===== config.mk =====
export PLATFORM = sky130hd
export DESIGN_NAME = tag_store_flat
export DESIGN_NICKNAME = d
export VERILOG_FILES = /design/src/source/cache_types_pkg.sv /design/src/source/cache_ctrl_pkg.sv /design/src/source/cache_ctrl_if.sv /design/src/source/cache_sram.sv /design/src/source/tag_store.sv /design/src/flat_wrapper.sv
export VERILOG_INCLUDE_DIRS = /design/src /design/src/source
export SDC_FILE = /design/constraint.sdc
export NUM_CORES = 1
export LEC_CHECK = 0
export BUFFER_PORTS_ARGS = -buffer_cell sky130_fd_sc_hd__buf_2
export CELL_PAD_IN_SITES_DETAIL_PLACEMENT = 0
export CELL_PAD_IN_SITES_GLOBAL_PLACEMENT = 1
export CORE_AREA = 2 2 281 283
export DETAILED_ROUTE_END_ITERATION = 16
export DIE_AREA = 0 0 283 285
export GPL_TIMING_DRIVEN = 0
export PLACE_DENSITY = 0.88
export REMOVE_ABC_BUFFERS = 1
export SLEW_MARGIN = 25
export SYNTH_ARGS = -nofsm -noshare
export SYNTH_HDL_FRONTEND = slang
export SYNTH_SLANG_ARGS = --single-unit

===== constraint.sdc =====
create_clock -name clk -period 7.7 [get_ports clk]
set_input_delay 1.155 -clock clk [delete_from_list [all_inputs] [get_ports clk]]
set_output_delay 1.155 -clock clk [all_outputs]
set_load 0.02 [all_outputs]

===== src/source/cache_settings.svh =====
`ifndef CACHE_SETTINGS_SVH
`define CACHE_SETTINGS_SVH

`define CACHE_ADDR_BITS        32
`define CACHE_WORD_BITS        32
`define CACHE_INDEX_BITS       4
`define CACHE_WORD_OFFSET_BITS 2

// derived geometry
`define CACHE_SETS             (1 << `CACHE_INDEX_BITS)
`define CACHE_WORDS_PER_LINE   (1 << `CACHE_WORD_OFFSET_BITS)
`define CACHE_STRB_BITS        (`CACHE_WORD_BITS / 8)
`define CACHE_BYTE_SEL_BITS    ($clog2(`CACHE_STRB_BITS))
`define CACHE_BYTE_OFFSET_BITS (`CACHE_WORD_OFFSET_BITS + `CACHE_BYTE_SEL_BITS)
`define CACHE_TAG_BITS         (`CACHE_ADDR_BITS - `CACHE_INDEX_BITS - `CACHE_BYTE_OFFSET_BITS)

`endif


===== src/source/cache_types_pkg.sv =====
`default_nettype none
`include "cache_settings.svh"

package cache_types_pkg;

    typedef logic [`CACHE_ADDR_BITS-1:0]        addr_t;
    typedef logic [`CACHE_WORD_BITS-1:0]        word_t;
    typedef logic [`CACHE_STRB_BITS-1:0]        strb_t;
    typedef logic [`CACHE_TAG_BITS-1:0]         tag_t;
    typedef logic [`CACHE_INDEX_BITS-1:0]       index_t;
    typedef logic [`CACHE_WORD_OFFSET_BITS-1:0] word_off_t;
    typedef word_t [`CACHE_WORDS_PER_LINE-1:0]  line_t;   // word 0 in the low bits

    typedef struct packed {
        logic valid;
        tag_t tag;
    } tag_entry_t;

    typedef struct packed {
        logic  write;
        addr_t addr;
        word_t wdata;
        strb_t wstrb;
    } req_t;

    // address layout is tag | index | word offset | byte select
    function automatic tag_t addr_tag(addr_t a);
        return a[`CACHE_ADDR_BITS-1 -: `CACHE_TAG_BITS];
    endfunction

    function automatic index_t addr_index(addr_t a);
        return a[`CACHE_BYTE_OFFSET_BITS +: `CACHE_INDEX_BITS];
    endfunction

    function automatic word_off_t addr_word_off(addr_t a);
        return a[`CACHE_BYTE_SEL_BITS +: `CACHE_WORD_OFFSET_BITS];
    endfunction

    function automatic addr_t line_addr(tag_t t, index_t i);
        return {t, i, {`CACHE_BYTE_OFFSET_BITS{1'b0}}};  // line base
    endfunction

endpackage

`default_nettype wire


===== src/source/cache_ctrl_pkg.sv =====
`default_nettype none

package cache_ctrl_pkg;

    typedef enum logic [2:0] {
        IDLE,
        LOOKUP,
        RESPOND,
        WB_DATA,   // dirty victim beats out
        WB_WAIT,   // wait for write done
        RD_REQ,
        REFILL,
        FILL
    } ctrl_state_t;

    typedef logic way_t;

endpackage

`default_nettype wire


===== src/source/cache_ctrl_if.sv =====
`timescale 1ns/1ps
`default_nettype none

interface cache_ctrl_if
    import cache_types_pkg::*;
    import cache_ctrl_pkg::*;
();
    // lookup results
    logic hit;
    way_t hit_way;
    way_t victim_way;
    logic victim_dirty;
    tag_t victim_tag;

    // controller commands
    req_t req;
    logic load_victim;
    logic wb_shift;
    logic fill;
    logic store_hit;

    modport fsm (
        input  hit, victim_dirty, victim_tag,
        output req, load_victim, wb_shift, fill, store_hit
    );

    modport tags (
        input  req, fill, store_hit,
        output hit, hit_way, victim_way, victim_dirty, victim_tag
    );

    modport data (
        input  req, hit_way, victim_way, load_victim, wb_shift, fill, store_hit
    );

endinterface

`default_nettype wire


===== src/source/cache_sram.sv =====
`timescale 1ns/1ps
`default_nettype none
`include "cache_settings.svh"

module cache_sram #(
    parameter type entry_t = logic [`CACHE_WORD_BITS-1:0]
) (
    input  wire                         clk,
    input  wire                         rstn,
    input  wire                         i_we,
    input  wire [`CACHE_INDEX_BITS-1:0] i_waddr,
    input  wire entry_t                 i_wdata,
    input  wire [`CACHE_INDEX_BITS-1:0] i_raddr,
    output entry_t                      o_rdata
);
    entry_t mem [`CACHE_SETS];   // one entry per set

    always_ff @(posedge clk) begin
        if (!rstn) begin
            for (int s = 0; s < `CACHE_SETS; s++) begin
                mem[s] <= '0;
            end
        end else if (i_we) begin
            mem[i_waddr] <= i_wdata;
        end
    end

    assign o_rdata = mem[i_raddr];   // async read

endmodule

`default_nettype wire


===== src/source/tag_store.sv =====
`timescale 1ns/1ps
`default_nettype none
`include "cache_settings.svh"

module tag_store
    import cache_types_pkg::*;
    import cache_ctrl_pkg::*;
(
    input wire         clk,
    input wire         rstn,
    cache_ctrl_if.tags ctrl
);
    index_t                      index;
    tag_t                        req_tag;
    tag_entry_t                  fill_entry;
    tag_entry_t                  entry [2];
    logic [1:0]                  way_hit;
    way_t                        victim;
    logic [`CACHE_SETS-1:0]      lru_q;     // least recently used way of each set
    logic [`CACHE_SETS-1:0][1:0] dirty_q;

    assign index      = addr_index(ctrl.req.addr);
    assign req_tag    = addr_tag(ctrl.req.addr);
    assign fill_entry = '{valid: 1'b1, tag: req_tag};

    for (genvar w = 0; w < 2; w++) begin : g_way
        cache_sram #(.entry_t(tag_entry_t)) u_tags (
            .clk     (clk),
            .rstn    (rstn),
            .i_we    (ctrl.fill && victim == way_t'(w)),
            .i_waddr (index),
            .i_wdata (fill_entry),
            .i_raddr (index),
            .o_rdata (entry[w])
        );
        assign way_hit[w] = entry[w].valid && (entry[w].tag == req_tag);
    end

    // an empty way 0 is filled first
    assign victim = entry[0].valid ? way_t'(lru_q[index]) : way_t'(1'b0);

    assign ctrl.hit          = |way_hit;
    assign ctrl.hit_way      = way_t'(way_hit[1]);
    assign ctrl.victim_way   = victim;
    assign ctrl.victim_dirty = dirty_q[index][victim];
    assign ctrl.victim_tag   = entry[victim].tag;

    always_ff @(posedge clk) begin
        if (!rstn) begin
            lru_q   <= '0;
            dirty_q <= '0;
        end else begin
            if (ctrl.hit) begin
                lru_q[index] <= ~ctrl.hit_way;   // other way is now least recently used
            end
            if (ctrl.store_hit) begin
                dirty_q[index][ctrl.hit_way] <= 1'b1;
            end else if (ctrl.fill) begin
                dirty_q[index][victim] <= 1'b0;   // fresh line from memory
            end
        end
    end

endmodule

`default_nettype wire


===== src/flat_wrapper.sv =====
// flat-port wrapper written by rule: the top's interface ports become plain ports
module tag_store_flat import cache_types_pkg::*; import cache_ctrl_pkg::*;
  (clk, rstn, ctrl_req, ctrl_fill, ctrl_store_hit, ctrl_hit, ctrl_hit_way, ctrl_victim_way, ctrl_victim_dirty, ctrl_victim_tag);
  cache_ctrl_if ctrl_i ();
  input wire clk;
  input wire rstn;
  input wire logic [$bits(ctrl_i.req)-1:0] ctrl_req;
  input wire logic [$bits(ctrl_i.fill)-1:0] ctrl_fill;
  input wire logic [$bits(ctrl_i.store_hit)-1:0] ctrl_store_hit;
  output wire logic [$bits(ctrl_i.hit)-1:0] ctrl_hit;
  output wire logic [$bits(ctrl_i.hit_way)-1:0] ctrl_hit_way;
  output wire logic [$bits(ctrl_i.victim_way)-1:0] ctrl_victim_way;
  output wire logic [$bits(ctrl_i.victim_dirty)-1:0] ctrl_victim_dirty;
  output wire logic [$bits(ctrl_i.victim_tag)-1:0] ctrl_victim_tag;
  assign ctrl_i.req = ctrl_req;
  assign ctrl_i.fill = ctrl_fill;
  assign ctrl_i.store_hit = ctrl_store_hit;
  assign ctrl_hit = ctrl_i.hit;
  assign ctrl_hit_way = ctrl_i.hit_way;
  assign ctrl_victim_way = ctrl_i.victim_way;
  assign ctrl_victim_dirty = ctrl_i.victim_dirty;
  assign ctrl_victim_tag = ctrl_i.victim_tag;
  tag_store u_core (.clk(clk), .rstn(rstn), .ctrl(ctrl_i));
endmodule

# Yosys cells after proc, flatten, opt, wreduce, memory -nomap -nowiden

Memory sizes are Yosys's and may differ from the RTL's.
Cells that the tools add are included.

Order comparisons: 7
Equality and inequality tests: 2
Multiplexer cells: 36
Bitwise logic cells: 6
Reduce and logical (&&, ||, !) cells: 11

Operators by type and width:

| kind                                                 | number |
|---|---|
| 2-to-1 mux 24 bit                                    | 3 |
| 2-to-1 mux 32 bit                                    | 2 |
| 2-to-1 mux 25 bit                                    | 2 |
| OR reduction 25 bit                                  | 2 |
| == test 24 bit                                       | 2 |
| bitwise AND 32 bit                                   | 1 |
| inverter 32 bit                                      | 1 |
| bitwise OR 32 bit                                    | 1 |
| bitwise mux 16 bit                                   | 1 |
| demux 2 bit (select 4 bit)                           | 2 |
| 2-to-1 mux 1 bit                                     | 16 |
| binary-select mux 2 bit (select 4 bit)               | 1 |
| 2-to-1 mux 4 bit                                     | 2 |
| logical AND 1 bit                                    | 7 |
| 2-to-1 mux 2 bit                                     | 3 |
| < comparator 4 x 5 -> 1 bit (second input constant)  | 1 |
| binary-select mux 1 bit (select 4 bit)               | 1 |
| demux 1 bit (select 4 bit)                           | 1 |
| >= comparator 4 x 1 -> 1 bit (second input constant) | 1 |
| < comparator 1 x 2 -> 1 bit (second input constant)  | 2 |
| demux 1 bit (select 1 bit)                           | 2 |
| >= comparator 1 bit (second input constant)          | 2 |
| >= comparator 2 bit (second input constant)          | 1 |
| inverter 1 bit                                       | 2 |
| 3 further kinds                                      | 3 |

Bits in registers: 48
RAM bits: 800
Word-level logic and storage cells: 81
Memories kept: 2

Memories:

| memory                     | words | bits a word | rd ports | clocked after Yosys merged registers in | wr ports | line             | source |
|---|---|---|---|---|---|---|---|
| u_core.g_way[0].u_tags.mem | 16    | 25          | 1        | 0                                       | 16       | cache_sram.sv:16 | `` entry_t mem [`CACHE_SETS]; `` |
| u_core.g_way[1].u_tags.mem | 16    | 25          | 1        | 0                                       | 16       | cache_sram.sv:16 |  |

# Logic depth before layout (Yosys ltp)

Depth after elaboration: 13
Gate-level depth with buffers: 15
Mapped depth without buffers: 8

# By module

A second synthesis with hierarchy kept.

Cell total of the unflattened synthesis: 2635
Area, all modules: 39852.0 sq um

Modules (own cells, without submodules):

| module     | instances | cells each | area each (sq um) |
|---|---|---|---|
| cache_sram | 2         | 1110       | 18077.3 |
| tag_store  | 1         | 415        | 3697.3 |

# Least setup slack after synthesis

OpenSTA, ideal clock, no wires.

Path type: input to register
Start point: in ctrl_req[40]
End point: mem u_core.g_way[0].u_tags.mem[10][0] (netlist bit) (enable)
Library setup time: 0.438 ns
Arrival time: 5.375 ns
Data required time: 7.262 ns
Path slack: 1.887 ns
Stages on the path: 11
Path buffers: 6
Cell sequence: buf_6 buf_6 buf_4 buf_4 mux4_2 mux4_2 nand2_2 nand3_2 clkbuf_1 clkbuf_1 o21ai_0

RTL lines:

| element     | line              | source |
|---|---|---|
| from (decl) | flat_wrapper.sv:7 | `input wire logic [$bits(ctrl_i.req)-1:0] ctrl_req;` |
| to (decl)   | cache_sram.sv:16  |  |

# Worst setup path in the final report

Start point: in ctrl_req[43]
End point: out ctrl_hit

Cells in the longest elaborated chain, start to end: 4
Elaborated cells between the ends (all ways): 7

Ends and longest elaborated chain:

| element                | line               | source |
|---|---|---|
| memory (16 x 25 bit)   | n/a                |  |
| == test 24 bit         | tag_store.sv:36    | `assign way_hit[w] = entry[w].valid && (entry[w].tag == req_tag);` |
| logical AND 1 bit      | tag_store.sv:36    |  |
| OR reduction 2 bit (*) | tag_store.sv:42    | `assign ctrl.hit = \|way_hit;` |
| to (decl)              | flat_wrapper.sv:10 | `output wire logic [$bits(ctrl_i.hit)-1:0] ctrl_hit;` |

Every way passes the cells marked *; elsewhere a longest branch is shown, timed or not.

==> run_results.csv <==
group,metric,value,unit
final_layout,fillers,5796,
worst_setup_path,worstPathRequired,6.55,ns
clock_tree,clock_tree.root_cell,"clkbuf_16",
logic_synthesis,synthXorXnorAreaFrac,0.00904,
power,peakVddDrop,0.201,mV
sta,final_hold_viol_count,0,
die,rows,103,
clock_tree,cts_resized,0,
final_layout,drive_gt1_frac,0.203,
placed_design,gp_congestion,0.873,
power,comb_power_share,0.107,
worst_setup_path,cp_cell_sequence,"buf_8, buf_16, buf_16, nor2_2, a22o_1, a221oi_1, o22ai_1, a2111oi_0, a21oi_1, or4_1, o31ai_1, buf_2",
worst_setup_path,rr_startpoint,"u_core.g_way[0].u_tags.mem[3][24]",
global_route,grt_pass1_vias,26213,
worst_setup_path,path_class,"primary input to output port",
power,p_int,8.00,mW
route,drtAntennaViolNets,0,
sta,rsz0062_at_grt,"false",
sta,clock.fmax,139,MHz
clock_tree,clk_latency,0.64,ns
worst_setup_path,crit_slowest_cell,"or4_1",
global_route,grtUsageTotal,0.287,
clock_tree,cts_hold_buffers,0,
die,die_h,285,um
sta,relSlewSlack,0.218,
clock_tree,path_clk_slew,0.06,ns
logic_synthesis,synth_fa_ha_area_frac,0,
logic_synthesis,synth_ff_type,"edfxtp_1",
route,routedWlPerCell,29.9,um
worst_setup_path,cp_data_arrival_time,6.05,ns
logic_synthesis,yosys_warnings,0,
min_path,hp-class,"flip-flop to flip-flop",
global_route,grt_pass1_wl,172000,um
sta,fin_crit,7.21,ns
logic_synthesis,synthArstFlopShare,0,
power,p_leak,15.6,nW
logic_synthesis,syn_area_per_cell,13.9,um^2
worst_setup_path,worstPathMaxFanout,72,
power,p_switching,2.51,mW
global_route,gr-total-overflow,0,
sta,finalSetupViolCount,0,
sta,skew,0.0199,ns
logic_synthesis,synth_compound_gate_area_share,0.0518,
placed_design,hpwl,73000,um
worst_setup_path,cp-end-kind,"output port",
logic_synthesis,synth_cells,2936,
logic_synthesis,synth_mux_area_frac,0.153,
logic_synthesis,ys_seq_area_frac,0.606,
die,die-width,283,um
sta,post-route-period-util,0.936,
final_layout,final_nets,2874,
power,p_sw_frac,0.239,
sta,setup-tns-final,0,ns
die,ios,101,
worst_setup_path,startpoint_type,"primary input",
sta,worstMarginPinSlew,1.17,ns
route,drt-initial-drc-count,3735,
global_route,antenna_found_initial,9,
power,p_clk_frac,0.394,
die,start_util,0.522,
logic_synthesis,synth_top_family_by_area,"multiplexers",
global_route,grt_max_degree,73,
route,vias_per_cell,6.75,
die,core_area,0.0780,mm^2
worst_setup_path,cpPeakStageDelay,0.99,ns
min_path,holdCritStartpoint,"u_core.g_way[1].u_tags.mem[1][24]",
clock_tree,cts_tree,"built",
logic_synthesis,synth_edf_count,768,
status,status,"complete, no violations",
sta,slew_viol_final,0,
clock_tree,h-tree-depth,3,
logic_synthesis,synth.distinct_cells,81,
clock_tree,post_cts_buffers,0,
worst_setup_path,cp_common_cell,"buf_16",
logic_synthesis,yosys_register_bits,848,
clock_tree,ctsLongestPathBuffers,3,
power,power_density,230,mW/mm^2
sta,holdWs,0.457,ns
flow_run,drv_cap,0,
placed_design,portBuffers,59,
logic_synthesis,synthSimpleGateAreaFrac,0.137,
die,die-area,0.0807,mm^2
final_layout,fin_area,0.0456,mm^2
route,vias,26435,
placed_design,place_area,0.0429,mm^2
route,wl,117000,um
worst_setup_path,crit_start,"ctrl_req[43]",
logic_synthesis,synth_area,0.0407,mm^2
power,p_seq_frac,0.500,
route,drt_pre_antenna_iters,9,
clock_tree,cts.sinks,848,
final_layout,area_delta_synth_final,12.1,%
clock_tree,numCtsBuffers,82,
route,drcViolationCount,0,
==> cell families after synthesis <==
logic type,Yosys count
buffers and inverters,361
xor gates and xnor gates,42
DFF,848
AOI/OAI and AO/OA,284
muxes,374
and+or+nand+nor,1027
==> power groups by stage <==
stage               clock (mW)  sequential [mW]  combinational (mW)
floorplan                    0             5.33               0.532
global placement             0             5.36                1.01
detailed placement           0             5.35                1.09
CTS                       4.13             5.25                1.10
global route              4.33             5.26                1.16
finish                    4.14             5.25                1.12
==> final cells by class <==
class	instances	area [um^2]	area share
Sequential cell	848	24700	0.541
Multi-Input combinational cell	1727	14800	0.325
Clock buffer	112	2310	0.0507
Timing Repair Buffer	122	1960	0.0430
Tap cell	1050	1310	0.0288
Clock inverter	36	422	0.00925
Inverter	20	81.3	0.00178
Antenna cell	2	5.00	0.000110
==> critical path, delay by kind of cell <==
kind            cells  cell delay, ns
buf+inv             4            1.49
simple gates        2            1.31
compound gates      6            1.98
==> per-layer routing <==
metal | up-vias | global-route usage | part of all wire
met5 | - | 0 | 0.00017
met4 | 4 | 0.125 | 0.044
met3 | 338 | 0.0609 | 0.11
met2 | 1874 | 0.461 | 0.48
met1 | 13312 | 0.382 | 0.36
li1 | 10907 | - | -
==> state kept, by name, indices dropped and copies added, names as in the netlist <==
name and count:
u_core.dirty_q 32, u_core.g_way.u_tags.mem 800, u_core.lru_q 16
==> cell usage in the layout (no fill, tap or decap), types with 9 or more instances in the layout <==
cell and n:
o32ai_1 13, nor4_2 9, nand2b_1 10, o21ai_4 32
a221oi_1 20, o31ai_1 14, nor3_1 391, and2_1 387
buf_2 55, xor2_1 12, o21ai_0 44, a21o_1 27
o211ai_1 13, nor2_1 90, mux2_2 52, xnor2_1 30
clkinv_2 9, o2bb2ai_1 11, nor2_2 17, nand3_4 10
clkinv_1 11, dfxtp_1 80, a22o_1 13, o221a_1 13
bufinv_16 9, inv_2 11, clkbuf_16 86, mux2i_1 131
buf_16 53, nand2_1 59, edfxtp_1 768, a21oi_1 17
mux4_2 183, clkbuf_1 20
==> final timing paths <==
path / slack (ns) / to / depth (start not counted)
hold reg to reg: 0.46 / u_core.g_way[1].u_tags.mem[1][24] / 1
setup reg to reg: 2.96 / u_core.g_way[1].u_tags.mem[6][12] / 9
setup / recovery: 0.49 / ctrl_hit / 12
hold / removal: 0.46 / u_core.g_way[1].u_tags.mem[1][24] / 1
==> cells in the mapped netlist, drive strengths merged (21+ instances only) <==
cell    instances  share of area
edfxtp        768           0.57
nor3          392          0.048
and2          388          0.060
clkbuf        224          0.021
mux4          190           0.11
mux2i         131          0.032
buf           117          0.021
nor2          108          0.010
dfxtp          80          0.039
o21ai          78         0.0096
nand2          69         0.0064
mux2           53          0.015
xnor2          30         0.0065
a21o           27         0.0050
a221oi         21         0.0047
==> metrics by stage <==
stage | power [mW] | utilization | setup slack (ns) | cells
finish | 10.5 | 0.585 | 0.494 | 3917
global route | 10.8 | 0.585 | 0.118 | 3916
CTS | 10.5 | 0.585 | 0.557 | 3915
detailed placement | 6.44 | 0.550 | 0.586 | 3767
global placement | 6.37 | 0.521 | -14.18 | 3704
floorplan | 5.87 | - | -2.59 | 2595
(Power assumes the default switching activity.)
