File: src/source/cache_settings.svh
`ifndef CACHE_SETTINGS_SVH
`define CACHE_SETTINGS_SVH

`define CACHE_ADDR_BITS        32
`define CACHE_WORD_BITS        32
`define CACHE_INDEX_BITS       4
`define CACHE_WORD_OFFSET_BITS 2

// derived geometry
`define CACHE_SETS             (1 << `CACHE_INDEX_BITS)
`define CACHE_WORDS_PER_LINE   (1 << `CACHE_WORD_OFFSET_BITS)
`define CACHE_STRB_BITS        (`CACHE_WORD_BITS / 8)
`define CACHE_BYTE_SEL_BITS    ($clog2(`CACHE_STRB_BITS))
`define CACHE_BYTE_OFFSET_BITS (`CACHE_WORD_OFFSET_BITS + `CACHE_BYTE_SEL_BITS)
`define CACHE_TAG_BITS         (`CACHE_ADDR_BITS - `CACHE_INDEX_BITS - `CACHE_BYTE_OFFSET_BITS)

`endif

File: src/source/cache_types_pkg.sv
`default_nettype none
`include "cache_settings.svh"

package cache_types_pkg;

    typedef logic [`CACHE_ADDR_BITS-1:0]        addr_t;
    typedef logic [`CACHE_WORD_BITS-1:0]        word_t;
    typedef logic [`CACHE_STRB_BITS-1:0]        strb_t;
    typedef logic [`CACHE_TAG_BITS-1:0]         tag_t;
    typedef logic [`CACHE_INDEX_BITS-1:0]       index_t;
    typedef logic [`CACHE_WORD_OFFSET_BITS-1:0] word_off_t;
    typedef word_t [`CACHE_WORDS_PER_LINE-1:0]  line_t;   // word 0 in the low bits

    typedef struct packed {
        logic valid;
        tag_t tag;
    } tag_entry_t;

    typedef struct packed {
        logic  write;
        addr_t addr;
        word_t wdata;
        strb_t wstrb;
    } req_t;

    // address layout is tag | index | word offset | byte select
    function automatic tag_t addr_tag(addr_t a);
        return a[`CACHE_ADDR_BITS-1 -: `CACHE_TAG_BITS];
    endfunction

    function automatic index_t addr_index(addr_t a);
        return a[`CACHE_BYTE_OFFSET_BITS +: `CACHE_INDEX_BITS];
    endfunction

    function automatic word_off_t addr_word_off(addr_t a);
        return a[`CACHE_BYTE_SEL_BITS +: `CACHE_WORD_OFFSET_BITS];
    endfunction

    function automatic addr_t line_addr(tag_t t, index_t i);
        return {t, i, {`CACHE_BYTE_OFFSET_BITS{1'b0}}};  // line base
    endfunction

endpackage

`default_nettype wire

File: src/source/cache_ctrl_pkg.sv
`default_nettype none

package cache_ctrl_pkg;

    typedef enum logic [2:0] {
        IDLE,
        LOOKUP,
        RESPOND,
        WB_DATA,   // dirty victim beats out
        WB_WAIT,   // wait for write done
        RD_REQ,
        REFILL,
        FILL
    } ctrl_state_t;

    typedef logic way_t;

endpackage

`default_nettype wire

File: src/source/cache_ctrl_if.sv
`timescale 1ns/1ps
`default_nettype none

interface cache_ctrl_if
    import cache_types_pkg::*;
    import cache_ctrl_pkg::*;
();
    // lookup results
    logic hit;
    way_t hit_way;
    way_t victim_way;
    logic victim_dirty;
    tag_t victim_tag;

    // controller commands
    req_t req;
    logic load_victim;
    logic wb_shift;
    logic fill;
    logic store_hit;

    modport fsm (
        input  hit, victim_dirty, victim_tag,
        output req, load_victim, wb_shift, fill, store_hit
    );

    modport tags (
        input  req, fill, store_hit,
        output hit, hit_way, victim_way, victim_dirty, victim_tag
    );

    modport data (
        input  req, hit_way, victim_way, load_victim, wb_shift, fill, store_hit
    );

endinterface

`default_nettype wire

File: src/source/cache_ctrl_fsm.sv
`timescale 1ns/1ps
`default_nettype none

module cache_ctrl_fsm
    import cache_types_pkg::*;
    import cache_ctrl_pkg::*;
(
    input  wire         clk,
    input  wire         rstn,
    cache_ctrl_if.fsm   ctrl,
    input  wire         i_req_valid,
    output logic        o_req_ready,
    input  wire         i_req_write,
    input  wire addr_t  i_req_addr,
    input  wire word_t  i_req_wdata,
    input  wire strb_t  i_req_wstrb,
    output logic        o_resp_valid,
    output logic        o_mem_rd_valid,
    input  wire         i_mem_rd_ready,
    output addr_t       o_mem_rd_addr,
    input  wire         i_mem_rdata_valid,
    output logic        o_mem_wr_valid,
    input  wire         i_mem_wr_ready,
    output addr_t       o_mem_wr_addr,
    output logic        o_mem_wr_last,
    input  wire         i_mem_wr_done,
    output logic        o_beat_clear,
    output logic        o_beat_step,
    input  wire         i_beat_last
);
    ctrl_state_t state_q;
    ctrl_state_t state_d;
    req_t        req_q;

    always_ff @(posedge clk) begin
        if (!rstn) begin
            state_q <= IDLE;
            req_q   <= '0;
        end else begin
            state_q <= state_d;
            if (i_req_valid && o_req_ready) begin
                req_q <= '{write: i_req_write, addr: i_req_addr,
                           wdata: i_req_wdata, wstrb: i_req_wstrb};
            end
        end
    end

    always_comb begin
        state_d = state_q;
        case (state_q)
            IDLE: begin
                if (i_req_valid) begin
                    state_d = LOOKUP;
                end
            end
            LOOKUP: begin
                if (ctrl.hit) begin
                    state_d = RESPOND;
                end else if (ctrl.victim_dirty) begin
                    state_d = WB_DATA;
                end else begin
                    state_d = RD_REQ;
                end
            end
            RESPOND: state_d = IDLE;
            WB_DATA: begin
                if (i_mem_wr_ready && i_beat_last) begin
                    state_d = WB_WAIT;
                end
            end
            WB_WAIT: begin
                if (i_mem_wr_done) begin
                    state_d = RD_REQ;
                end
            end
            RD_REQ: begin
                if (i_mem_rd_ready) begin
                    state_d = REFILL;
                end
            end
            REFILL: begin
                if (i_mem_rdata_valid && i_beat_last) begin
                    state_d = FILL;
                end
            end
            FILL: state_d = LOOKUP;   // second lookup now hits
            default: state_d = IDLE;
        endcase
    end

    assign o_req_ready    = (state_q == IDLE);
    assign o_resp_valid   = (state_q == RESPOND);
    assign o_mem_rd_valid = (state_q == RD_REQ);
    assign o_mem_wr_valid = (state_q == WB_DATA);
    assign o_mem_wr_last  = o_mem_wr_valid && i_beat_last;
    assign o_mem_rd_addr  = line_addr(addr_tag(req_q.addr), addr_index(req_q.addr));
    assign o_mem_wr_addr  = line_addr(ctrl.victim_tag, addr_index(req_q.addr));  // victim line

    // one counter serves both bursts
    assign o_beat_clear = (state_q == LOOKUP) || (state_q == RD_REQ);
    assign o_beat_step  = (o_mem_wr_valid && i_mem_wr_ready) ||
                          ((state_q == REFILL) && i_mem_rdata_valid);

    assign ctrl.req         = req_q;
    assign ctrl.load_victim = (state_q == LOOKUP) && !ctrl.hit;
    assign ctrl.wb_shift    = o_mem_wr_valid && i_mem_wr_ready;
    assign ctrl.fill        = (state_q == FILL);
    assign ctrl.store_hit   = (state_q == LOOKUP) && ctrl.hit && req_q.write;

endmodule

`default_nettype wire

File: src/flat_wrapper.sv
// flat-port wrapper written by rule: the top's interface ports become plain ports
module cache_ctrl_fsm_flat import cache_types_pkg::*; import cache_ctrl_pkg::*;
  (clk, rstn, i_req_valid, o_req_ready, i_req_write, i_req_addr, i_req_wdata, i_req_wstrb, o_resp_valid, o_mem_rd_valid, i_mem_rd_ready, o_mem_rd_addr, i_mem_rdata_valid, o_mem_wr_valid, i_mem_wr_ready, o_mem_wr_addr, o_mem_wr_last, i_mem_wr_done, o_beat_clear, o_beat_step, i_beat_last, ctrl_hit, ctrl_victim_dirty, ctrl_victim_tag, ctrl_req, ctrl_load_victim, ctrl_wb_shift, ctrl_fill, ctrl_store_hit);
  cache_ctrl_if ctrl_i ();
  input  wire clk;
  input  wire rstn;
  input  wire i_req_valid;
  output logic o_req_ready;
  input  wire i_req_write;
  input  wire addr_t i_req_addr;
  input  wire word_t i_req_wdata;
  input  wire strb_t i_req_wstrb;
  output logic o_resp_valid;
  output logic o_mem_rd_valid;
  input  wire i_mem_rd_ready;
  output addr_t o_mem_rd_addr;
  input  wire i_mem_rdata_valid;
  output logic o_mem_wr_valid;
  input  wire i_mem_wr_ready;
  output addr_t o_mem_wr_addr;
  output logic o_mem_wr_last;
  input  wire i_mem_wr_done;
  output logic o_beat_clear;
  output logic o_beat_step;
  input  wire i_beat_last;
  input wire logic [$bits(ctrl_i.hit)-1:0] ctrl_hit;
  input wire logic [$bits(ctrl_i.victim_dirty)-1:0] ctrl_victim_dirty;
  input wire logic [$bits(ctrl_i.victim_tag)-1:0] ctrl_victim_tag;
  output wire logic [$bits(ctrl_i.req)-1:0] ctrl_req;
  output wire logic [$bits(ctrl_i.load_victim)-1:0] ctrl_load_victim;
  output wire logic [$bits(ctrl_i.wb_shift)-1:0] ctrl_wb_shift;
  output wire logic [$bits(ctrl_i.fill)-1:0] ctrl_fill;
  output wire logic [$bits(ctrl_i.store_hit)-1:0] ctrl_store_hit;
  assign ctrl_i.hit = ctrl_hit;
  assign ctrl_i.victim_dirty = ctrl_victim_dirty;
  assign ctrl_i.victim_tag = ctrl_victim_tag;
  assign ctrl_req = ctrl_i.req;
  assign ctrl_load_victim = ctrl_i.load_victim;
  assign ctrl_wb_shift = ctrl_i.wb_shift;
  assign ctrl_fill = ctrl_i.fill;
  assign ctrl_store_hit = ctrl_i.store_hit;
  cache_ctrl_fsm u_core (.clk(clk), .rstn(rstn), .ctrl(ctrl_i), .i_req_valid(i_req_valid), .o_req_ready(o_req_ready), .i_req_write(i_req_write), .i_req_addr(i_req_addr), .i_req_wdata(i_req_wdata), .i_req_wstrb(i_req_wstrb), .o_resp_valid(o_resp_valid), .o_mem_rd_valid(o_mem_rd_valid), .i_mem_rd_ready(i_mem_rd_ready), .o_mem_rd_addr(o_mem_rd_addr), .i_mem_rdata_valid(i_mem_rdata_valid), .o_mem_wr_valid(o_mem_wr_valid), .i_mem_wr_ready(i_mem_wr_ready), .o_mem_wr_addr(o_mem_wr_addr), .o_mem_wr_last(o_mem_wr_last), .i_mem_wr_done(i_mem_wr_done), .o_beat_clear(o_beat_clear), .o_beat_step(o_beat_step), .i_beat_last(i_beat_last));
endmodule
File: config.mk
export PLATFORM = sky130hd
export DESIGN_NAME = cache_ctrl_fsm_flat
export DESIGN_NICKNAME = d
export VERILOG_FILES = /design/src/source/cache_types_pkg.sv /design/src/source/cache_ctrl_pkg.sv /design/src/source/cache_ctrl_if.sv /design/src/source/cache_ctrl_fsm.sv /design/src/flat_wrapper.sv
export VERILOG_INCLUDE_DIRS = /design/src /design/src/source
export SDC_FILE = /design/constraint.sdc
export NUM_CORES = 1
export LEC_CHECK = 0
export CAP_MARGIN = 20
export CORE_AREA = 8 8 89 91
export CTS_CLUSTER_SIZE = 16
export DETAILED_ROUTE_END_ITERATION = 7
export DIE_AREA = 0 0 97 99
export DONT_BUFFER_PORTS = 1
export MAX_ROUTING_LAYER = met4
export PLACE_DENSITY = 0.67
export SLEW_MARGIN = 20
export SYNTH_ARGS = -nofsm -noshare
export SYNTH_HDL_FRONTEND = slang
export SYNTH_SLANG_ARGS = --single-unit
File: constraint.sdc
create_clock -name clk -period 2 [get_ports clk]
set_input_delay 0 -clock clk [delete_from_list [all_inputs] [get_ports clk]]
set_output_delay 0 -clock clk [all_outputs]
set_load 0.02 [all_outputs]
Yosys cells after proc, flatten, opt, wreduce, memory -nomap -nowiden
Cells that the tools add are included.
Word-level totals
  register bits: 72
  input bits: 103
  logic and storage cells: 39
Operators by class
  equality and inequality tests: 12
  muxes and demuxes: 8
  reductions and logical operators: 14
Operators by type and width (number)
  3-bit case mux with 8 select lines: 1
  3-bit two-way mux: 7
  3-bit equality test, second input constant: 4
  1-bit logical AND: 9
  3-bit by 2-bit equality test with 1-bit output, second input constant: 2
  2-bit inequality test, second input constant: 3
  5-bit AND reduction: 1
  2-bit by 1-bit inequality test with 1-bit output, second input constant: 2
  3-bit by 1-bit equality test with 1-bit output, second input constant: 1
  3-bit zero test: 1
  1-bit logical OR: 2
  1-bit zero test: 1

Depth between registers and ports, before layout
Gate-level depths: netlist of the first run.
  depth in word-level cells: 3
  depth in mapped cells: 7
  depth with buffers taken out: 4

Worst setup path before layout of the first run
No wires, ideal clock.
  kind: register to register
  from: register u_core.state_q[2]
  to: register u_core.req_q (netlist bit u_core.ctrl.req[64])
  library setup time: 0.116 ns
  arrival: 1.301 ns
  data required time: 1.884 ns
  path slack: 0.583 ns
  cell stages (with the launch flop): 7
  cells stage by stage: dfxtp_1 -> nor3_4 -> nand2_1 -> buf_2 -> buf_2 -> nand2_1 -> a21boi_1
On the way
  cells in the longest elaborated chain, start to end: 2
RTL lines
  start, declared: line cache_ctrl_fsm.sv:31  | ctrl_state_t state_q;
  start signal, assigned: line cache_ctrl_fsm.sv:40  | state_q <= state_d;
  3-bit zero test: line cache_ctrl_fsm.sv:91  | assign o_req_ready = (state_q == IDLE);
  net o_req_ready: line flat_wrapper.sv:8  | output logic o_req_ready;
  1-bit logical AND: line cache_ctrl_fsm.sv:41  | if (i_req_valid && o_req_ready) begin
  end signal, assigned: line cache_ctrl_fsm.sv:42  | req_q <= '{write: i_req_write, addr: i_req_addr,
  end, declared: line cache_ctrl_fsm.sv:33  | req_t req_q;
The timed path passes the listed nets, and every way through them passes these cells.
A chain may end at the register's enable or synchronous reset.

Worst setup path after layout of the first run
  from: register u_core.state_q[0]
  to: register u_core.req_q (netlist bit u_core.ctrl.req[30])
The elaborated chain is that of the path after synthesis.

==> results.sh, run 1 <==
export IMPL_outcome="finished clean"
export IMPL_io_buffers=0
export IMPL_worst_slew_pin_slew_ns=0.6430
export IMPL_combinationalPowerShare_pct=28.3
export IMPL_cp_max_fo=38
export IMPL_hold_viol_final=0
export IMPL_drv_slew=0
export IMPL_synthesis_area_sq_um=3372
export IMPL_clkLatencyLatePin_ns=0.34
export IMPL_postRouteAntennaNets=0
export IMPL_p_sw_share_pct=41.77
export IMPL_die_height_microns=99
export IMPL_worstPathCellList="nor3_4, and2_2, buf_4, nand2_1, a21boi_0"
export IMPL_worst_r2r_cell_count=5
export IMPL_r2r_start="u_core.state_q[0]"
export IMPL_rsz0062_at_grt="false"
export IMPL_worstPathArrival_ns=2.07
export IMPL_crit_slowest_cell="dfxtp_1"
export IMPL_final_cell_mix="nand2_1, dlygate4sd3_1, dfxtp_1, a21boi_0, buf_4"
export IMPL_grt_pass1_vias=2811
export IMPL_h_tree_depth=3
export IMPL_detail_route_vias_per_cell=5.253
export IMPL_cp_slowest_stage_delay_ns=0.46
export IMPL_endpoint_kind="flop"
export IMPL_yosys_warnings=0
export IMPL_wl_mm=9.018
export IMPL_gr_total_overflow=0
export IMPL_grt_max_degree=74
export IMPL_pin_count=247
export IMPL_antennaDiodeCount=0
export IMPL_area_delta_synth_final_pct=17.92
export IMPL_setup_viol=0
export IMPL_r2r_setup_slack_ns=0.19
export IMPL_relSlewSlack_pct=56.80
export IMPL_cts_root_buf="clkbuf_8"
export IMPL_fin_crit_sh_pct=90.58
export IMPL_switchingPower_mw=2.259
export IMPL_core_area_sq_um=6569
export IMPL_grt_total_usage_pct=18.47
export IMPL_start_util_pct=51.33
export IMPL_cts_tree="built"
export IMPL_drive_above_1_share_pct=7.159
export IMPL_path_delay_family="simple AND/OR/NAND/NOR gates"
export IMPL_grt_pass1_wl_mm=14.26
export IMPL_critPathLaunchType="flop"
export IMPL_p_clk_share_pct=25.4
export IMPL_skew_ns=0.008977
export IMPL_die_x_microns=97
export IMPL_top_layer="met4"
export IMPL_crit_type="reg -> reg"
export IMPL_post_drt_wl_per_cell_microns=17.58
export IMPL_routed_wl_met2_mm=4.684
export IMPL_yosysSeqAreaShare_pct=42.75
export IMPL_fmax_mhz=552.0
export IMPL_worstHoldStart="ctrl_victim_tag[4]"
export IMPL_min_path_type="in -> out"
export IMPL_dp_hpwl_mm=5.620
export IMPL_clkSinkCount=72
export IMPL_first_pass_iters=4
export IMPL_numCtsBuffers=9
export IMPL_seqPwrFrac_pct=46.3
export IMPL_powerDensity_nw_per_um2=1360
export IMPL_clkTransAtPathRegs_ns=0.08
export IMPL_postSynthCellCount=414
export IMPL_vdd_drop_max_uv=1193
export IMPL_rows=30
export IMPL_ctsLongestPathBuffers=2
export IMPL_synth_edf_count=0
export IMPL_die_area_sq_um=9603
export IMPL_setup_tns_ns=0
export IMPL_internal_power_mw=3.149
export IMPL_synth_ff_type="dfxtp_1"
export IMPL_path_buf_inv=1
export IMPL_synth_async_reset_ratio_pct=0
export IMPL_gp_congestion=0.7408
export IMPL_dp_cells=424
export IMPL_holdPathEnd="o_mem_wr_addr[12]"
export IMPL_drt_iter0_drc=98
export IMPL_final_common_cell="nand2_1"
export IMPL_p_leak_nw=1.522
export IMPL_met3_length_microns=784
export IMPL_synth_cell_types=30
export IMPL_nets=531
export IMPL_syn_area_per_cell_sq_um=8.145
export IMPL_drv_cap=0
export IMPL_final_cells=513
export IMPL_synth_seq_cells=72
export IMPL_reg2reg_to="u_core.ctrl.req[30]"
export IMPL_antenna_found_initial=0
export IMPL_via_count=2695
export IMPL_route_detailed_drc=0
export IMPL_worst_ep_required_time_ns=2.25
export IMPL_min_path_cells=0
export IMPL_post_route_min_period_ns=1.812
export IMPL_cts_resized=0
export IMPL_wl_met1_mm=3.307
[flip-flops by register name, indices dropped and copies added (netlist names)]
signal,cells
u_core.ctrl.req,69
u_core.state_q,3
[metrics by stage]
step / cell area (sq um) / total power [mW] / hold slack (ns) / setup slack, ns / util [%]
2_1_floorplan: 3398 / 3.878 / 0.08306 / 0.5828 / -
3_3_place_gp: 2992 / 3.870 / 0.0001367 / 0.3333 / 45.54
3_5_place_dp: 2992 / 3.922 / 0.0001367 / 0.2325 / 45.54
4_1_cts: 3976 / 5.433 / 0.0001367 / 0.2152 / 60.53
5_1_grt: 3976 / 5.733 / 0.00002867 / 0.01337 / 60.53
6_report: 3976 / 5.408 / 0.000006719 / 0.1884 / 60.53
[cells in the mapped netlist, types with 2 or more instances]
master / n / share of area (%)
a21boi_0: 59 / 13
a21boi_1: 10 / 2.2
a21oi_1: 2 / 0.30
and2_1: 5 / 0.93
and3_1: 2 / 0.37
buf_2: 4 / 0.59
buf_4: 70 / 16
buf_6: 2 / 0.67
clkbuf_1: 14 / 1.6
dfxtp_1: 72 / 43
inv_1: 2 / 0.22
mux2i_1: 2 / 0.59
nand2_1: 146 / 16
nand2b_1: 2 / 0.37
nand3_1: 3 / 0.45
nor3_1: 3 / 0.45
o21ai_0: 3 / 0.45
[what timing repair did]
action,in CTS,in global routing
hold buffers,73,0
buffers inserted,0,0
hold endpoints to repair,72,0
[final cells by class]
cell class              count  area (sq um)
well taps                  80         100.1
clock inverters             5         105.1
clock buffers              11         131.4
repair buffers             86         858.3
inverters                   2         7.507
multi-input cells         257          1333
flip-flops and latches     72          1441
fillers                   566          2592
[power by group through the flow]
| stage | combinational (mW) | clock, mW | sequential (mW) |
|---|---|---|---|
| after floorplan | 1.55 | 0 | 2.33 |
| after CTS | 1.52 | 1.41 | 2.51 |
| after global routing | 1.72 | 1.46 | 2.55 |
| after detailed placement | 1.38 | 0 | 2.54 |
| after global placement | 1.34 | 0 | 2.53 |
| final | 1.53 | 1.37 | 2.50 |
[metal layers]
| metal | vias to the layer above | track usage, % |
|---|---|---|
| met3 | 28 | 7.208 |
| met4 | 0 | 9.349 |
| met2 | 138 | 32.29 |
| met1 | 1252 | 17.32 |
| li1 | 1277 | - |
| met5 | - | - |
[how the worst max path moves through the flow]
stage / startpoint / end / cells past startpoint
floorplan: u_core.state_q[2] / u_core.ctrl.req[64] / 6
global placement: u_core.state_q[0] / u_core.ctrl.req[53] / 5
detailed placement: u_core.state_q[0] / u_core.ctrl.req[38] / 5
CTS: u_core.state_q[0] / u_core.ctrl.req[38] / 5
global route: u_core.state_q[0] / u_core.ctrl.req[67] / 5
finish: u_core.state_q[0] / u_core.ctrl.req[30] / 5
[cell families after synthesis]
group,share of synthesized area (%)
and+or+nand+nor,20.37
muxes,0.5937
other,0.1112
xor gates and xnor gates,0.2598
DFF,42.75
buffers and inverters,18.63
AOI/OAI and AO/OA,17.29
Power figures use the tool's default switching activity.
==> inputs of run 2 (changes only) <==
--- a/config.mk
+++ b/config.mk
@@ -6,7 +6,6 @@
 export SDC_FILE = /design/constraint.sdc
 export NUM_CORES = 1
 export LEC_CHECK = 0
-export CAP_MARGIN = 20
 export CORE_AREA = 8 8 89 91
 export CTS_CLUSTER_SIZE = 16
 export DETAILED_ROUTE_END_ITERATION = 7
@@ -14,6 +13,7 @@
 export DONT_BUFFER_PORTS = 1
 export MAX_ROUTING_LAYER = met4
 export PLACE_DENSITY = 0.67
+export RECOVER_POWER = 100
 export SLEW_MARGIN = 20
 export SYNTH_ARGS = -nofsm -noshare
 export SYNTH_HDL_FRONTEND = slang
==> run 2 against run 1 <==
Against the previous run:
- non-clock buffer count stayed put
- final area is 0.57% lower
- largest power group unchanged
- clock skew hardly changed
- utilization is 0.34 points lower
==> results.sh, run 2 (synthesized netlist as in run 1, its figures left out) <==
export IMPL_antenna_found_initial=0
export IMPL_cts_root_buf="clkbuf_8"
export IMPL_drive_above_1_share_pct=5.774
export IMPL_io_buffers=0
export IMPL_cts_tree="built"
export IMPL_wl_mm=8.995
export IMPL_min_path_type="in -> out"
export IMPL_numCtsBuffers=9
export IMPL_internal_power_mw=3.122
export IMPL_r2r_setup_slack_ns=0.19
export IMPL_fin_crit_sh_pct=93.04
export IMPL_route_detailed_drc=0
export IMPL_detail_route_vias_per_cell=5.257
export IMPL_setup_tns_ns=0
export IMPL_die_area_sq_um=9603
export IMPL_combinationalPowerShare_pct=27.9
export IMPL_rows=30
export IMPL_nets=531
export IMPL_top_layer="met4"
export IMPL_crit_type="reg -> out"
export IMPL_placed_cell_area_sq_um=2992
export IMPL_drv_cap=0
export IMPL_r2r_start="u_core.state_q[0]"
export IMPL_final_cell_mix="nand2_1, dlygate4sd3_1, dfxtp_1, a21boi_0, clkbuf_8"
export IMPL_switchingPower_mw=2.250
export IMPL_clkTransAtPathRegs_ns=0.07
export IMPL_p_clk_share_pct=25.5
export IMPL_holdPathEnd="o_mem_wr_addr[12]"
export IMPL_p_leak_nw=1.491
export IMPL_final_area_sq_um=3954
export IMPL_grt_pass1_vias=2811
export IMPL_antennaDiodeCount=0
export IMPL_postRouteAntennaNets=0
export IMPL_path_buf_inv=2
export IMPL_gr_total_overflow=0
export IMPL_powerDensity_nw_per_um2=1359
export IMPL_seqPwrFrac_pct=46.6
export IMPL_worst_r2r_cell_count=5
export IMPL_met3_length_microns=788
export IMPL_h_tree_depth=3
export IMPL_via_count=2697
export IMPL_ctsLongestPathBuffers=2
export IMPL_setup_viol=0
export IMPL_critPathLaunchType="flop"
export IMPL_worstPathArrival_ns=1.86
export IMPL_gp_congestion=0.7408
export IMPL_routed_wl_met2_mm=4.688
export IMPL_min_path_cells=0
export IMPL_die_x_microns=97
export IMPL_post_route_min_period_ns=1.861
export IMPL_clkLatencyLatePin_ns=0.34
export IMPL_drv_slew=0
export IMPL_die_height_microns=99
export IMPL_reg2reg_to="u_core.ctrl.req[30]"
export IMPL_vdd_drop_max_uv=1183
export IMPL_drt_iter0_drc=85
export IMPL_worstPathCellList="clkbuf_1, and3b_1, buf_4, and2_1"
export IMPL_crit_slowest_cell="clkbuf_1"
export IMPL_cts_resized=0
export IMPL_hold_viol_final=0
export IMPL_clkSinkCount=72
export IMPL_worstHoldStart="ctrl_victim_tag[4]"
export IMPL_relSlewSlack_pct=48.74
export IMPL_worst_slew_pin_slew_ns=0.7722
export IMPL_largest_reg_flops=69
export IMPL_postCtsSetupRepairBufs=0
export IMPL_path_delay_family="buffers and inverters"
export IMPL_grt_max_degree=74
export IMPL_rsz0062_at_grt="false"
export IMPL_first_pass_iters=4
export IMPL_p_sw_share_pct=41.89
export IMPL_dp_hpwl_mm=5.620
export IMPL_post_drt_wl_per_cell_microns=17.53
export IMPL_area_delta_synth_final_pct=17.25
export IMPL_cp_slowest_stage_delay_ns=0.44
export IMPL_start_util_pct=51.33
export IMPL_outcome="finished clean"
export IMPL_fmax_mhz=537.4
export IMPL_cp_startpoint="u_core.state_q[1]"
export IMPL_pin_count=247
export IMPL_core_area_sq_um=6569
export IMPL_worst_ep_required_time_ns=2.00
export IMPL_grt_total_usage_pct=18.47
export IMPL_fin_util_pct=60.19
export IMPL_cp_max_fo=14
export IMPL_grt_pass1_wl_mm=14.26
export IMPL_endpoint_kind="output port"
export IMPL_final_common_cell="nand2_1"
export IMPL_skew_ns=0.009110
export IMPL_wl_met1_mm=3.276
==> run 2: area by class of cell <==
class / instances / area, sq um
Clock inverter: 5 / 105.1
Timing Repair Buffer: 86 / 835.8
Fill cell: 572 / 2615
Multi-Input combinational cell: 257 / 1333
Tap cell: 80 / 100.1
Sequential cell: 72 / 1441
Inverter: 2 / 7.507
Clock buffer: 11 / 131.4
==> run 2: power groups by stage <==
stage          combinational [mW]  sequential, mW  clock, mW
2_1_floorplan                1.55            2.33          0
4_1_cts                      1.52            2.51       1.41
6_report                     1.50            2.50       1.37
5_1_grt                      1.69            2.55       1.46
3_3_place_gp                 1.34            2.53          0
3_5_place_dp                 1.38            2.54          0
==> run 2: per-stage QoR <==
stage | setup WS [ns] | power, mW | std cells | hold slack (ns)
after floorplan | 0.5828 | 3.878 | 421 | 0.08306
after global placement | 0.3333 | 3.870 | 424 | 0.0001367
after detailed placement | 0.2325 | 3.922 | 424 | 0.0001367
after CTS | 0.2152 | 5.433 | 513 | 0.0001367
after global routing | 0.01476 | 5.703 | 513 | 0.00002867
final | 0.1392 | 5.373 | 513 | 0.000006719
==> run 2: metal layers <==
| metal | vias up | track usage (%) |
|---|---|---|
| li1 | 1276 | - |
| met5 | - | - |
| met3 | 28 | 7.208 |
| met4 | 0 | 9.349 |
| met2 | 143 | 32.29 |
| met1 | 1250 | 17.32 |
==> run 2: how the worst max path moves through the flow <==
stage,endpoint,slack [ns],cells past startpoint
global placement,u_core.ctrl.req[53],0.33,5
detailed placement,u_core.ctrl.req[38],0.23,5
finish,o_mem_wr_last,0.14,4
floorplan,u_core.ctrl.req[64],0.58,6
CTS,u_core.ctrl.req[38],0.22,5
global route,u_core.ctrl.req[67],0.01,5
==> run 2: worst register-to-register path: cells and delay by family, from the launching register on <==
kind	cells	cell delay, ns
buffers and inverters	1	0.34
AND/OR/NAND/NOR	3	0.71
flip-flops	1	0.46
AO/OA/AOI/OAI	1	0.21
==> run 2: what timing repair did <==
item | in CTS | in global routing
endpoints found under the hold margin | 72 | 0
endpoints found under the setup margin | 0 | 0
hold buffers | 73 | 0
